$ cat config.mk
export PLATFORM = sky130hd
export DESIGN_NAME = rv_core
export DESIGN_NICKNAME = d
export VERILOG_FILES = /design/src/source/rv_pkg.sv /design/src/source/rv_core.sv /design/src/source/rv_dmem_if.sv /design/src/source/rv_datapath.sv /design/src/source/rv_control.sv /design/src/source/rv_regfile.sv /design/src/source/rv_alu.sv
export SDC_FILE = /design/constraint.sdc
export NUM_CORES = 2
export LEC_CHECK = 0
export BUFFER_PORTS_ARGS = -buffer_cell sky130_fd_sc_hd__buf_4
export CORE_MARGIN = 1
export CORE_UTILIZATION = 25
export DETAILED_ROUTE_END_ITERATION = 16
export SLEW_MARGIN = 30
export SYNTH_ARGS = -nofsm -noshare
export SYNTH_HDL_FRONTEND = slang
export SYNTH_SLANG_ARGS = --single-unit
$ cat constraint.sdc
create_clock -name clock -period 15.6 [get_ports clock]
set_input_delay 3.12 -clock clock [delete_from_list [all_inputs] [get_ports clock]]
set_output_delay 3.12 -clock clock [all_outputs]
set_load 0.005 [all_outputs]
$ cat src/source/rv_pkg.sv
/*
 * Shared RV32I encodings: major opcodes, ALU functions, operand and
 * writeback selects, next-pc selects and load/store data formats
 */

package rv_pkg;

  localparam int xlen = 32;

  // --------------------------------------------------------------------------
  // Instruction encodings
  // --------------------------------------------------------------------------

  typedef enum logic [6:0] {
    opc_load   = 7'b0000011,
    opc_store  = 7'b0100011,
    opc_op_imm = 7'b0010011,
    opc_op     = 7'b0110011,
    opc_lui    = 7'b0110111,
    opc_auipc  = 7'b0010111,
    opc_jal    = 7'b1101111,
    opc_jalr   = 7'b1100111,
    opc_branch = 7'b1100011
  } opcode_e;

  // Load and store size, same bits as funct3
  typedef enum logic [2:0] {
    fmt_byte   = 3'b000,
    fmt_half   = 3'b001,
    fmt_word   = 3'b010,
    fmt_byte_u = 3'b100,
    fmt_half_u = 3'b101
  } data_fmt_e;

  // --------------------------------------------------------------------------
  // Datapath control
  // --------------------------------------------------------------------------

  // Compare codes give 0 or 1
  typedef enum logic [4:0] {
    alu_add  = 5'd0,
    alu_sub  = 5'd1,
    alu_sll  = 5'd2,
    alu_slt  = 5'd3,
    alu_sltu = 5'd4,
    alu_xor  = 5'd5,
    alu_srl  = 5'd6,
    alu_sra  = 5'd7,
    alu_or   = 5'd8,
    alu_and  = 5'd9,
    alu_seq  = 5'd10,
    alu_sne  = 5'd11,
    alu_sge  = 5'd12,
    alu_sgeu = 5'd13
  } alu_fn_e;

  typedef enum logic {
    a_rs1 = 1'b0,
    a_pc  = 1'b1
  } alu_a_sel_e;

  typedef enum logic {
    b_rs2 = 1'b0,
    b_imm = 1'b1
  } alu_b_sel_e;

  typedef enum logic [2:0] {
    wb_alu = 3'd0,
    wb_mem = 3'd1,
    wb_pc4 = 3'd2,
    wb_imm = 3'd3
  } wb_sel_e;

  typedef enum logic [1:0] {
    pc_plus4  = 2'd0,
    pc_branch = 2'd1,
    pc_jal    = 2'd2,
    pc_jalr   = 2'd3
  } next_pc_e;

endpackage
$ cat src/source/rv_core.sv
/*
 * Single-cycle RV32I core top level
 * Control, datapath and data bus steering
 */

`timescale 1ns/10ps

module rv_core #(
  parameter logic [rv_pkg::xlen-1:0] reset_pc = '0
) (
  input  logic                    clock,
  input  logic                    rst,
  input  logic [rv_pkg::xlen-1:0] inst,
  input  logic [rv_pkg::xlen-1:0] bus_read_data,
  output logic [rv_pkg::xlen-1:0] pc,
  output logic [rv_pkg::xlen-1:0] bus_address,
  output logic [rv_pkg::xlen-1:0] bus_write_data,
  output logic [3:0]              bus_byte_enable,
  output logic                    bus_read_enable,
  output logic                    bus_write_enable
);

  logic [6:0]              opcode;
  logic [2:0]              funct3;
  logic [6:0]              funct7;
  logic                    alu_zero;
  rv_pkg::alu_fn_e         alu_fn;
  rv_pkg::alu_a_sel_e      a_sel;
  rv_pkg::alu_b_sel_e      b_sel;
  rv_pkg::wb_sel_e         wb_sel;
  rv_pkg::next_pc_e        next_sel;
  logic                    reg_we;
  logic                    pc_we;
  rv_pkg::data_fmt_e       data_fmt;
  logic [rv_pkg::xlen-1:0] rs2_data;
  logic [rv_pkg::xlen-1:0] load_data;

  rv_control control (
    .rst       (rst),
    .opcode    (opcode),
    .funct3    (funct3),
    .funct7    (funct7),
    .alu_zero  (alu_zero),
    .alu_fn    (alu_fn),
    .a_sel     (a_sel),
    .b_sel     (b_sel),
    .reg_we    (reg_we),
    .wb_sel    (wb_sel),
    .next_sel  (next_sel),
    .pc_we     (pc_we),
    .mem_read  (bus_read_enable),
    .mem_write (bus_write_enable)
  );

  rv_datapath #(
    .reset_pc (reset_pc)
  ) datapath (
    .clock      (clock),
    .rst        (rst),
    .inst       (inst),
    .alu_fn     (alu_fn),
    .a_sel      (a_sel),
    .b_sel      (b_sel),
    .wb_sel     (wb_sel),
    .next_sel   (next_sel),
    .reg_we     (reg_we),
    .pc_we      (pc_we),
    .load_data  (load_data),
    .pc         (pc),
    .opcode     (opcode),
    .funct3     (funct3),
    .funct7     (funct7),
    .data_fmt   (data_fmt),
    .alu_result (bus_address),
    .alu_zero   (alu_zero),
    .rs2_data   (rs2_data)
  );

  // ALU result doubles as the data bus address
  rv_dmem_if dmem (
    .address         (bus_address),
    .write_data      (rs2_data),
    .data_fmt        (data_fmt),
    .bus_read_data   (bus_read_data),
    .bus_write_data  (bus_write_data),
    .bus_byte_enable (bus_byte_enable),
    .load_data       (load_data)
  );

endmodule

$ cat src/source/rv_dmem_if.sv
/*
 * Data bus lane steering: byte enables, store data replication and
 * load lane extraction with sign or zero extension
 */

`timescale 1ns/10ps

module rv_dmem_if (
  input  logic [rv_pkg::xlen-1:0] address,
  input  logic [rv_pkg::xlen-1:0] write_data,
  input  rv_pkg::data_fmt_e       data_fmt,
  input  logic [rv_pkg::xlen-1:0] bus_read_data,
  output logic [rv_pkg::xlen-1:0] bus_write_data,
  output logic [3:0]              bus_byte_enable,
  output logic [rv_pkg::xlen-1:0] load_data
);

  logic [rv_pkg::xlen-1:0] lane_data;

  // Addressed byte moved down to bit 0
  assign lane_data = bus_read_data >> {address[1:0], 3'b000};

  always_comb begin
    case (data_fmt)
      rv_pkg::fmt_byte, rv_pkg::fmt_byte_u: begin
        bus_byte_enable = 4'b0001 << address[1:0];
        bus_write_data  = {4{write_data[7:0]}};
      end
      rv_pkg::fmt_half, rv_pkg::fmt_half_u: begin
        bus_byte_enable = address[1] ? 4'b1100 : 4'b0011;
        bus_write_data  = {2{write_data[15:0]}};
      end
      default: begin
        bus_byte_enable = 4'b1111;
        bus_write_data  = write_data;
      end
    endcase
  end

  always_comb begin
    case (data_fmt)
      rv_pkg::fmt_byte:   load_data = {{24{lane_data[7]}}, lane_data[7:0]};
      rv_pkg::fmt_byte_u: load_data = {24'd0, lane_data[7:0]};
      rv_pkg::fmt_half:   load_data = {{16{lane_data[15]}}, lane_data[15:0]};
      rv_pkg::fmt_half_u: load_data = {16'd0, lane_data[15:0]};
      default:            load_data = bus_read_data;
    endcase
  end

endmodule

$ cat src/source/rv_datapath.sv
/*
 * Single-cycle datapath: pc register, instruction fields, immediates,
 * operand and writeback muxes and next-pc logic around regfile and ALU
 */

`timescale 1ns/10ps

module rv_datapath #(
  parameter logic [rv_pkg::xlen-1:0] reset_pc = '0
) (
  input  logic                    clock,
  input  logic                    rst,
  input  logic [rv_pkg::xlen-1:0] inst,
  input  rv_pkg::alu_fn_e         alu_fn,
  input  rv_pkg::alu_a_sel_e      a_sel,
  input  rv_pkg::alu_b_sel_e      b_sel,
  input  rv_pkg::wb_sel_e         wb_sel,
  input  rv_pkg::next_pc_e        next_sel,
  input  logic                    reg_we,
  input  logic                    pc_we,
  input  logic [rv_pkg::xlen-1:0] load_data,
  output logic [rv_pkg::xlen-1:0] pc,
  output logic [6:0]              opcode,
  output logic [2:0]              funct3,
  output logic [6:0]              funct7,
  output rv_pkg::data_fmt_e       data_fmt,
  output logic [rv_pkg::xlen-1:0] alu_result,
  output logic                    alu_zero,
  output logic [rv_pkg::xlen-1:0] rs2_data
);

  logic [rv_pkg::xlen-1:0] imm_i, imm_s, imm_b, imm_u, imm_j, imm;
  logic [rv_pkg::xlen-1:0] rs1_data, alu_a, alu_b, wb_data;
  logic [rv_pkg::xlen-1:0] pc_plus4, next_pc;

  assign opcode   = inst[6:0];
  assign funct3   = inst[14:12];
  assign funct7   = inst[31:25];
  assign data_fmt = rv_pkg::data_fmt_e'(inst[14:12]);

  // --------------------------------------------------------------------------
  // Immediates
  // --------------------------------------------------------------------------

  assign imm_i = {{20{inst[31]}}, inst[31:20]};
  assign imm_s = {{20{inst[31]}}, inst[31:25], inst[11:7]};
  assign imm_b = {{19{inst[31]}}, inst[31], inst[7], inst[30:25], inst[11:8], 1'b0};
  assign imm_u = {inst[31:12], 12'd0};
  assign imm_j = {{11{inst[31]}}, inst[31], inst[19:12], inst[20], inst[30:21], 1'b0};

  always_comb begin
    case (opcode)
      rv_pkg::opc_store:                  imm = imm_s;
      rv_pkg::opc_branch:                 imm = imm_b;
      rv_pkg::opc_lui, rv_pkg::opc_auipc: imm = imm_u;
      rv_pkg::opc_jal:                    imm = imm_j;
      default:                            imm = imm_i;
    endcase
  end

  // --------------------------------------------------------------------------
  // Register file and ALU
  // --------------------------------------------------------------------------

  rv_regfile regfile (
    .clock    (clock),
    .rs1_addr (inst[19:15]),
    .rs2_addr (inst[24:20]),
    .rd_addr  (inst[11:7]),
    .rd_data  (wb_data),
    .we       (reg_we),
    .rs1_data (rs1_data),
    .rs2_data (rs2_data)
  );

  assign alu_a = (a_sel == rv_pkg::a_pc) ? pc : rs1_data;
  assign alu_b = (b_sel == rv_pkg::b_imm) ? imm : rs2_data;

  rv_alu alu (
    .fn     (alu_fn),
    .a      (alu_a),
    .b      (alu_b),
    .result (alu_result),
    .zero   (alu_zero)
  );

  always_comb begin
    case (wb_sel)
      rv_pkg::wb_mem: wb_data = load_data;
      rv_pkg::wb_pc4: wb_data = pc_plus4;
      rv_pkg::wb_imm: wb_data = imm;
      default:        wb_data = alu_result;
    endcase
  end

  // --------------------------------------------------------------------------
  // Program counter
  // --------------------------------------------------------------------------

  assign pc_plus4 = pc + 32'd4;

  always_comb begin
    case (next_sel)
      rv_pkg::pc_branch: next_pc = pc + imm_b;
      rv_pkg::pc_jal:    next_pc = pc + imm_j;
      rv_pkg::pc_jalr:   next_pc = {alu_result[31:1], 1'b0};
      default:           next_pc = pc_plus4;
    endcase
  end

  always_ff @(posedge clock) begin
    if (rst) begin
      pc <= reset_pc;
    end else if (pc_we) begin
      pc <= next_pc;
    end
  end

endmodule

$ cat src/source/rv_control.sv
/*
 * Control unit: opcode and funct decode into ALU function, operand and
 * writeback selects, next-pc select and register/memory strobes
 */

`timescale 1ns/10ps

module rv_control (
  input  logic                 rst,
  input  logic [6:0]           opcode,
  input  logic [2:0]           funct3,
  input  logic [6:0]           funct7,
  input  logic                 alu_zero,
  output rv_pkg::alu_fn_e      alu_fn,
  output rv_pkg::alu_a_sel_e   a_sel,
  output rv_pkg::alu_b_sel_e   b_sel,
  output logic                 reg_we,
  output rv_pkg::wb_sel_e      wb_sel,
  output rv_pkg::next_pc_e     next_sel,
  output logic                 pc_we,
  output logic                 mem_read,
  output logic                 mem_write
);

  rv_pkg::alu_fn_e arith_fn;
  rv_pkg::alu_fn_e branch_fn;

  // Register and immediate ALU ops share funct3
  always_comb begin
    case (funct3)
      3'b000:  arith_fn = (opcode == rv_pkg::opc_op && funct7[5]) ? rv_pkg::alu_sub
                                                                  : rv_pkg::alu_add;
      3'b001:  arith_fn = rv_pkg::alu_sll;
      3'b010:  arith_fn = rv_pkg::alu_slt;
      3'b011:  arith_fn = rv_pkg::alu_sltu;
      3'b100:  arith_fn = rv_pkg::alu_xor;
      3'b101:  arith_fn = funct7[5] ? rv_pkg::alu_sra : rv_pkg::alu_srl;
      3'b110:  arith_fn = rv_pkg::alu_or;
      default: arith_fn = rv_pkg::alu_and;
    endcase
  end

  // Compare result is 1 when the branch is taken
  always_comb begin
    case (funct3)
      3'b001:  branch_fn = rv_pkg::alu_sne;
      3'b100:  branch_fn = rv_pkg::alu_slt;
      3'b101:  branch_fn = rv_pkg::alu_sge;
      3'b110:  branch_fn = rv_pkg::alu_sltu;
      3'b111:  branch_fn = rv_pkg::alu_sgeu;
      default: branch_fn = rv_pkg::alu_seq;
    endcase
  end

  always_comb begin
    alu_fn    = rv_pkg::alu_add;
    a_sel     = rv_pkg::a_rs1;
    b_sel     = rv_pkg::b_imm;
    reg_we    = 1'b0;
    wb_sel    = rv_pkg::wb_alu;
    next_sel  = rv_pkg::pc_plus4;
    pc_we     = 1'b1;
    mem_read  = 1'b0;
    mem_write = 1'b0;

    case (opcode)
      rv_pkg::opc_load: begin
        reg_we   = 1'b1;
        wb_sel   = rv_pkg::wb_mem;
        mem_read = 1'b1;
      end
      rv_pkg::opc_store: mem_write = 1'b1;
      rv_pkg::opc_op_imm: begin
        alu_fn = arith_fn;
        reg_we = 1'b1;
      end
      rv_pkg::opc_op: begin
        alu_fn = arith_fn;
        b_sel  = rv_pkg::b_rs2;
        reg_we = 1'b1;
      end
      rv_pkg::opc_lui: begin
        reg_we = 1'b1;
        wb_sel = rv_pkg::wb_imm;
      end
      rv_pkg::opc_auipc: begin
        a_sel  = rv_pkg::a_pc;
        reg_we = 1'b1;
      end
      rv_pkg::opc_jal: begin
        a_sel    = rv_pkg::a_pc;
        reg_we   = 1'b1;
        wb_sel   = rv_pkg::wb_pc4;
        next_sel = rv_pkg::pc_jal;
      end
      rv_pkg::opc_jalr: begin
        reg_we   = 1'b1;
        wb_sel   = rv_pkg::wb_pc4;
        next_sel = rv_pkg::pc_jalr;
      end
      rv_pkg::opc_branch: begin
        alu_fn   = branch_fn;
        b_sel    = rv_pkg::b_rs2;
        next_sel = alu_zero ? rv_pkg::pc_plus4 : rv_pkg::pc_branch;
      end
      default: ;
    endcase

    // No side effects while in reset
    if (rst) begin
      reg_we    = 1'b0;
      pc_we     = 1'b0;
      mem_read  = 1'b0;
      mem_write = 1'b0;
    end
  end

endmodule

$ cat src/source/rv_regfile.sv
/*
 * Integer register file, 32 x 32 bits
 * Two asynchronous read ports, one synchronous write port, x0 reads zero
 */

`timescale 1ns/10ps

module rv_regfile (
  input  logic                    clock,
  input  logic [4:0]              rs1_addr,
  input  logic [4:0]              rs2_addr,
  input  logic [4:0]              rd_addr,
  input  logic [rv_pkg::xlen-1:0] rd_data,
  input  logic                    we,
  output logic [rv_pkg::xlen-1:0] rs1_data,
  output logic [rv_pkg::xlen-1:0] rs2_data
);

  logic [rv_pkg::xlen-1:0] regs [32];

  always_ff @(posedge clock) begin
    if (we && rd_addr != 5'd0) begin
      regs[rd_addr] <= rd_data;
    end
  end

  // x0 is never written, so force it on the read side
  assign rs1_data = (rs1_addr == 5'd0) ? '0 : regs[rs1_addr];
  assign rs2_data = (rs2_addr == 5'd0) ? '0 : regs[rs2_addr];

endmodule

$ cat src/source/rv_alu.sv
/*
 * Combinational RV32I ALU with compare functions for branches
 * and an all-zero result flag
 */

`timescale 1ns/10ps

module rv_alu (
  input  rv_pkg::alu_fn_e         fn,
  input  logic [rv_pkg::xlen-1:0] a,
  input  logic [rv_pkg::xlen-1:0] b,
  output logic [rv_pkg::xlen-1:0] result,
  output logic                    zero
);

  logic [4:0] shamt;

  assign shamt = b[4:0];

  always_comb begin
    case (fn)
      rv_pkg::alu_add:  result = a + b;
      rv_pkg::alu_sub:  result = a - b;
      rv_pkg::alu_sll:  result = a << shamt;
      rv_pkg::alu_slt:  result = {31'd0, $signed(a) < $signed(b)};
      rv_pkg::alu_sltu: result = {31'd0, a < b};
      rv_pkg::alu_xor:  result = a ^ b;
      rv_pkg::alu_srl:  result = a >> shamt;
      rv_pkg::alu_sra:  result = $unsigned($signed(a) >>> shamt);
      rv_pkg::alu_or:   result = a | b;
      rv_pkg::alu_and:  result = a & b;
      rv_pkg::alu_seq:  result = {31'd0, a == b};
      rv_pkg::alu_sne:  result = {31'd0, a != b};
      rv_pkg::alu_sge:  result = {31'd0, $signed(a) >= $signed(b)};
      rv_pkg::alu_sgeu: result = {31'd0, a >= b};
      default:          result = '0;
    endcase
  end

  assign zero = (result == '0);

endmodule

==> impl_metrics.csv <==
group,metric,value,unit
logic_synthesis,avgSynthCellArea,13.57,um2
worst_setup_path,critPathTopFamily,"compound AO/OA/AOI/OAI gates",
die,start_util,25.23,%
global_route,grt_max_degree,88,
logic_synthesis,ys_ff_latch,1055,
pwr,leakage,24.37,nW
timing,drv_slew,0,
die,num_rows,183,
detailed_routing,drt_wl_total,280.7,mm
logic_synthesis,ys.flop_type,"edfxtp_1",
pwr,p_int,5.481,mW
global_route,grt_pass1_wl,383.7,mm
timing,finClkSkew,48.98,ps
detailed_routing,drc,0,
pwr,combPwrFrac,25.4,%
die,die_w,503.6,um
cts,post_cts_resized,0,
logic_synthesis,synth_enable_flop_cells,1024,
worst_setup_path,timing.setup.critical_path_class,"primary input to flop",
pwr,finalPower,8.055,mW
pwr,power_density,110.8,nW/um2
pwr,power_switching,2.575,mW
logic_synthesis,ys_types,109,
detailed_routing,drtAntennaViolNets,0,
logic_synthesis,synth-compound-area-share,11.94,%
worst_setup_path,critPathRequiredTime,16230,ps
timing,finalSetupViolations,0,
detailed_routing,drtIter0Drc,6888,
cts,clk_latency,740,ps
place,place_inst,8030,
timing,rsz0062_at_grt,"no",
pwr,peakVddDrop,0.08616,mV
worst_setup_path,crit_arrival,15430,ps
detailed_routing,wl_per_cell,34.08,um
timing,fmax,67.55,MHz
final_layout,synthToLayoutAreaGrowth,15.61,%
timing,fin_crit,14800,ps
final_layout,drive_above_1_share,25.70,%
detailed_routing,via_per_inst,5.855,
worst_setup_path,critPathMostFrequentCell,"buf_4",
cts,htree_levels,3,
cts,cts_buffers,102,
logic_synthesis,synth-simple-area-share,7.077,%
final_layout,layout.nets,5009,
worst_setup_path,crit_path_top_delay_cell,"nor4_1",
timing,hold_slack,760.7,ps
cts,post_cts_buffers,0,
die,io_pins,168,
logic_synthesis,synth_warnings,0,
global_route,antenna_found_initial,20,
timing,worst_pin_slew,1108,ps
cts,clock_path_buffers,3,
logic_synthesis,syn-instance-count,4636,
detailed_routing,first_pass_iters,8,
logic_synthesis,synth-xor-area-share,1.100,%
cts,cts_tree,"done",
die,core-area,249300,um2
cts,cts_root_buffer,"clkbuf_16",
die,die_area,253600,um2
logic_synthesis,synthAdderAreaFrac,2.777,%
cts,cts.sinks,1055,
global_route,overflow,0,
logic_synthesis,syn_area,62910,um2
timing,slew_headroom,24.00,%
global_route,grt_pass1_vias,46820,
pwr,seqPwrFrac,42.7,%
cts,cts.clk_slew.worst_paths,70,ps
pwr,swShare,31.96,%
cts,postCtsHoldBufs,0,
place,dp_hpwl,197.5,mm
die,fp.dieH,503.6,um
timing,finalHoldViolations,0,
worst_setup_path,crit_path_end_kind,"flop",
run,cap_viol_max_count,0,
worst_setup_path,cp.buffers_inverters,6,
timing,timing.final.crit_share,94.90,%
logic_synthesis,ys_seq_area_share,49.87,%
global_route,track_usage,21.62,%
outcome,status,"finished, final reports clean",
detailed_routing,vias,48210,
logic_synthesis,synthArstFlopShare,0,%
place,port_buffers,166,
pwr,clkPwrFrac,31.9,%
worst_hold_path,hold_class,"flop to flop",
worst_setup_path,crit_path_start_kind,"primary input",
worst_setup_path,slowest_delay,730,ps
place,gp_congestion,1.042,
logic_synthesis,synth_top_family_by_area,"multiplexers",
final_layout,fin_cells,8235,
logic_synthesis,synthMuxAreaShare,23.60,%
worst_setup_path,path_max_fanout,57,
-- per-stage QoR --
stage / setup TNS, ps / worst slack [ps] / util (%) / cell area, um2
global route: 0 / 508.7 / 29.16 / 72700
detailed placement: 0 / 411.9 / 27.75 / 69190
floorplan: 0 / 1109 / - / 63030
global placement: -227.7 / -183.4 / 27.68 / 69020
finish: 0 / 795.1 / 29.17 / 72730
CTS: 0 / 1181 / 29.14 / 72650
-- cells in the final DEF (no fill, tap or decap), types with 23 or more instances in the layout --
cell,synthesis,layout
clkbuf_16,0,103
nand4_1,50,50
a221oi_1,43,43
a221o_1,32,32
buf_4,43,373
dfxtp_1,31,31
a32o_1,32,32
mux2_2,70,70
o21ai_0,158,154
nand2_1,269,267
o22a_1,40,40
nor2_1,310,273
a22oi_1,86,83
o211ai_1,26,26
conb_1,1,33
nor3_1,65,61
mux2i_1,294,291
or3_1,28,27
ha_1,134,134
o22ai_1,32,30
o221ai_1,53,53
a21oi_1,214,201
edfxtp_1,1024,1024
xnor2_1,54,54
mux4_2,488,488
clkinv_2,0,23
xor2_1,25,25
nor2_4,0,32
and3_1,30,29
a21o_1,34,34
a211oi_1,46,46
inv_1,131,130
nand3_1,84,84
-- tightest hold or removal path, cell delays in order, from the launching register on --
cell and delay, ps:
dfxtp_1 360, inv_1 100, xnor2_1 90, nor2_1 90, a211oi_1 60
-- cell type report --
| cell class | instances | area (um2) |
|---|---|---|
| Antenna cell | 10 | 25.02 |
| Clock buffer | 121 | 2655 |
| Clock inverter | 72 | 807.0 |
| Fill cell | 24980 | 176600 |
| Inverter | 140 | 525.5 |
| Multi-Input combinational cell | 3107 | 29920 |
| Sequential cell | 1055 | 31370 |
| Tap cell | 3330 | 4167 |
| Timing Repair Buffer | 400 | 3257 |
-- state kept, by name (all words and copies together) (netlist names) --
signal                 cells
datapath.regfile.regs   1024
datapath.pc               31
-- per-layer routing --
layer | vias up | share of wire (%) | track usage (%)
met2 | 3327 | 46 | 34.52
met1 | 24880 | 37 | 26.45
met5 | - | 0.047 | 0
met3 | 752 | 10 | 4.889
li1 | 19230 | - | -
met4 | 20 | 7.0 | 13.35
-- final timing paths --
check                                          from                    endpoint  slack, ps  depth (start not counted)
max                                        inst[21]  datapath.pc[30]$_SDFF_PP0_        800                         42
min                      datapath.pc[19]$_SDFF_PP0_  datapath.pc[19]$_SDFF_PP0_        760                          4
max reg2reg  datapath.regfile.regs[0][14]$_DFFE_PP_  datapath.pc[30]$_SDFF_PP0_       4090                         40
min reg2reg              datapath.pc[19]$_SDFF_PP0_  datapath.pc[19]$_SDFF_PP0_        760                          4
-- cells in the mapped netlist (30+ instances only) --
| cell type | n | area, um2 |
|---|---|---|
| o21ai_0 | 158 | 790.8 |
| a32o_1 | 32 | 320.3 |
| mux2i_1 | 294 | 2943 |
| o221ai_1 | 53 | 464.2 |
| a221o_1 | 32 | 320.3 |
| ha_1 | 134 | 1677 |
| nand2_1 | 269 | 1010 |
| buf_4 | 43 | 322.8 |
| a21o_1 | 34 | 255.2 |
| xnor2_1 | 54 | 473.0 |
| nor3_1 | 65 | 325.3 |
| nand4_1 | 50 | 312.8 |
| o22a_1 | 40 | 350.3 |
| dfxtp_1 | 31 | 620.6 |
| and3_1 | 30 | 187.7 |
| buf_1 | 54 | 202.7 |
| nand3_1 | 84 | 420.4 |
| mux2_2 | 70 | 788.3 |
| edfxtp_1 | 1024 | 30750 |
| a21oi_1 | 214 | 1071 |
| clkbuf_1 | 203 | 762.0 |
| nor2_1 | 310 | 1164 |
| o22ai_1 | 32 | 200.2 |
| a221oi_1 | 43 | 376.6 |
| mux4_2 | 488 | 10990 |
| a22oi_1 | 86 | 645.6 |
| inv_1 | 131 | 491.7 |
| buf_2 | 45 | 225.2 |
| a211oi_1 | 46 | 345.3 |
-- power by group through the flow --
stage / combinational (mW) / sequential [mW] / clock (mW)
3_3_place_gp: 1.95 / 3.50 / 0
5_1_grt: 2.11 / 3.44 / 2.70
4_1_cts: 1.97 / 3.44 / 2.60
2_1_floorplan: 1.04 / 3.51 / 0
3_5_place_dp: 1.97 / 3.50 / 0
6_report: 2.04 / 3.44 / 2.57
-- logic make-up after synthesis --
| group | Yosys count |
|---|---|
| flops | 1055 |
| compound gates | 1045 |
| simple gates | 954 |
| mux | 858 |
| buf+inv | 506 |
| fa+ha+maj | 138 |
| xor+xnor | 79 |
| other cells | 1 |
No activity file was read; power rests on OpenSTA's default activity.
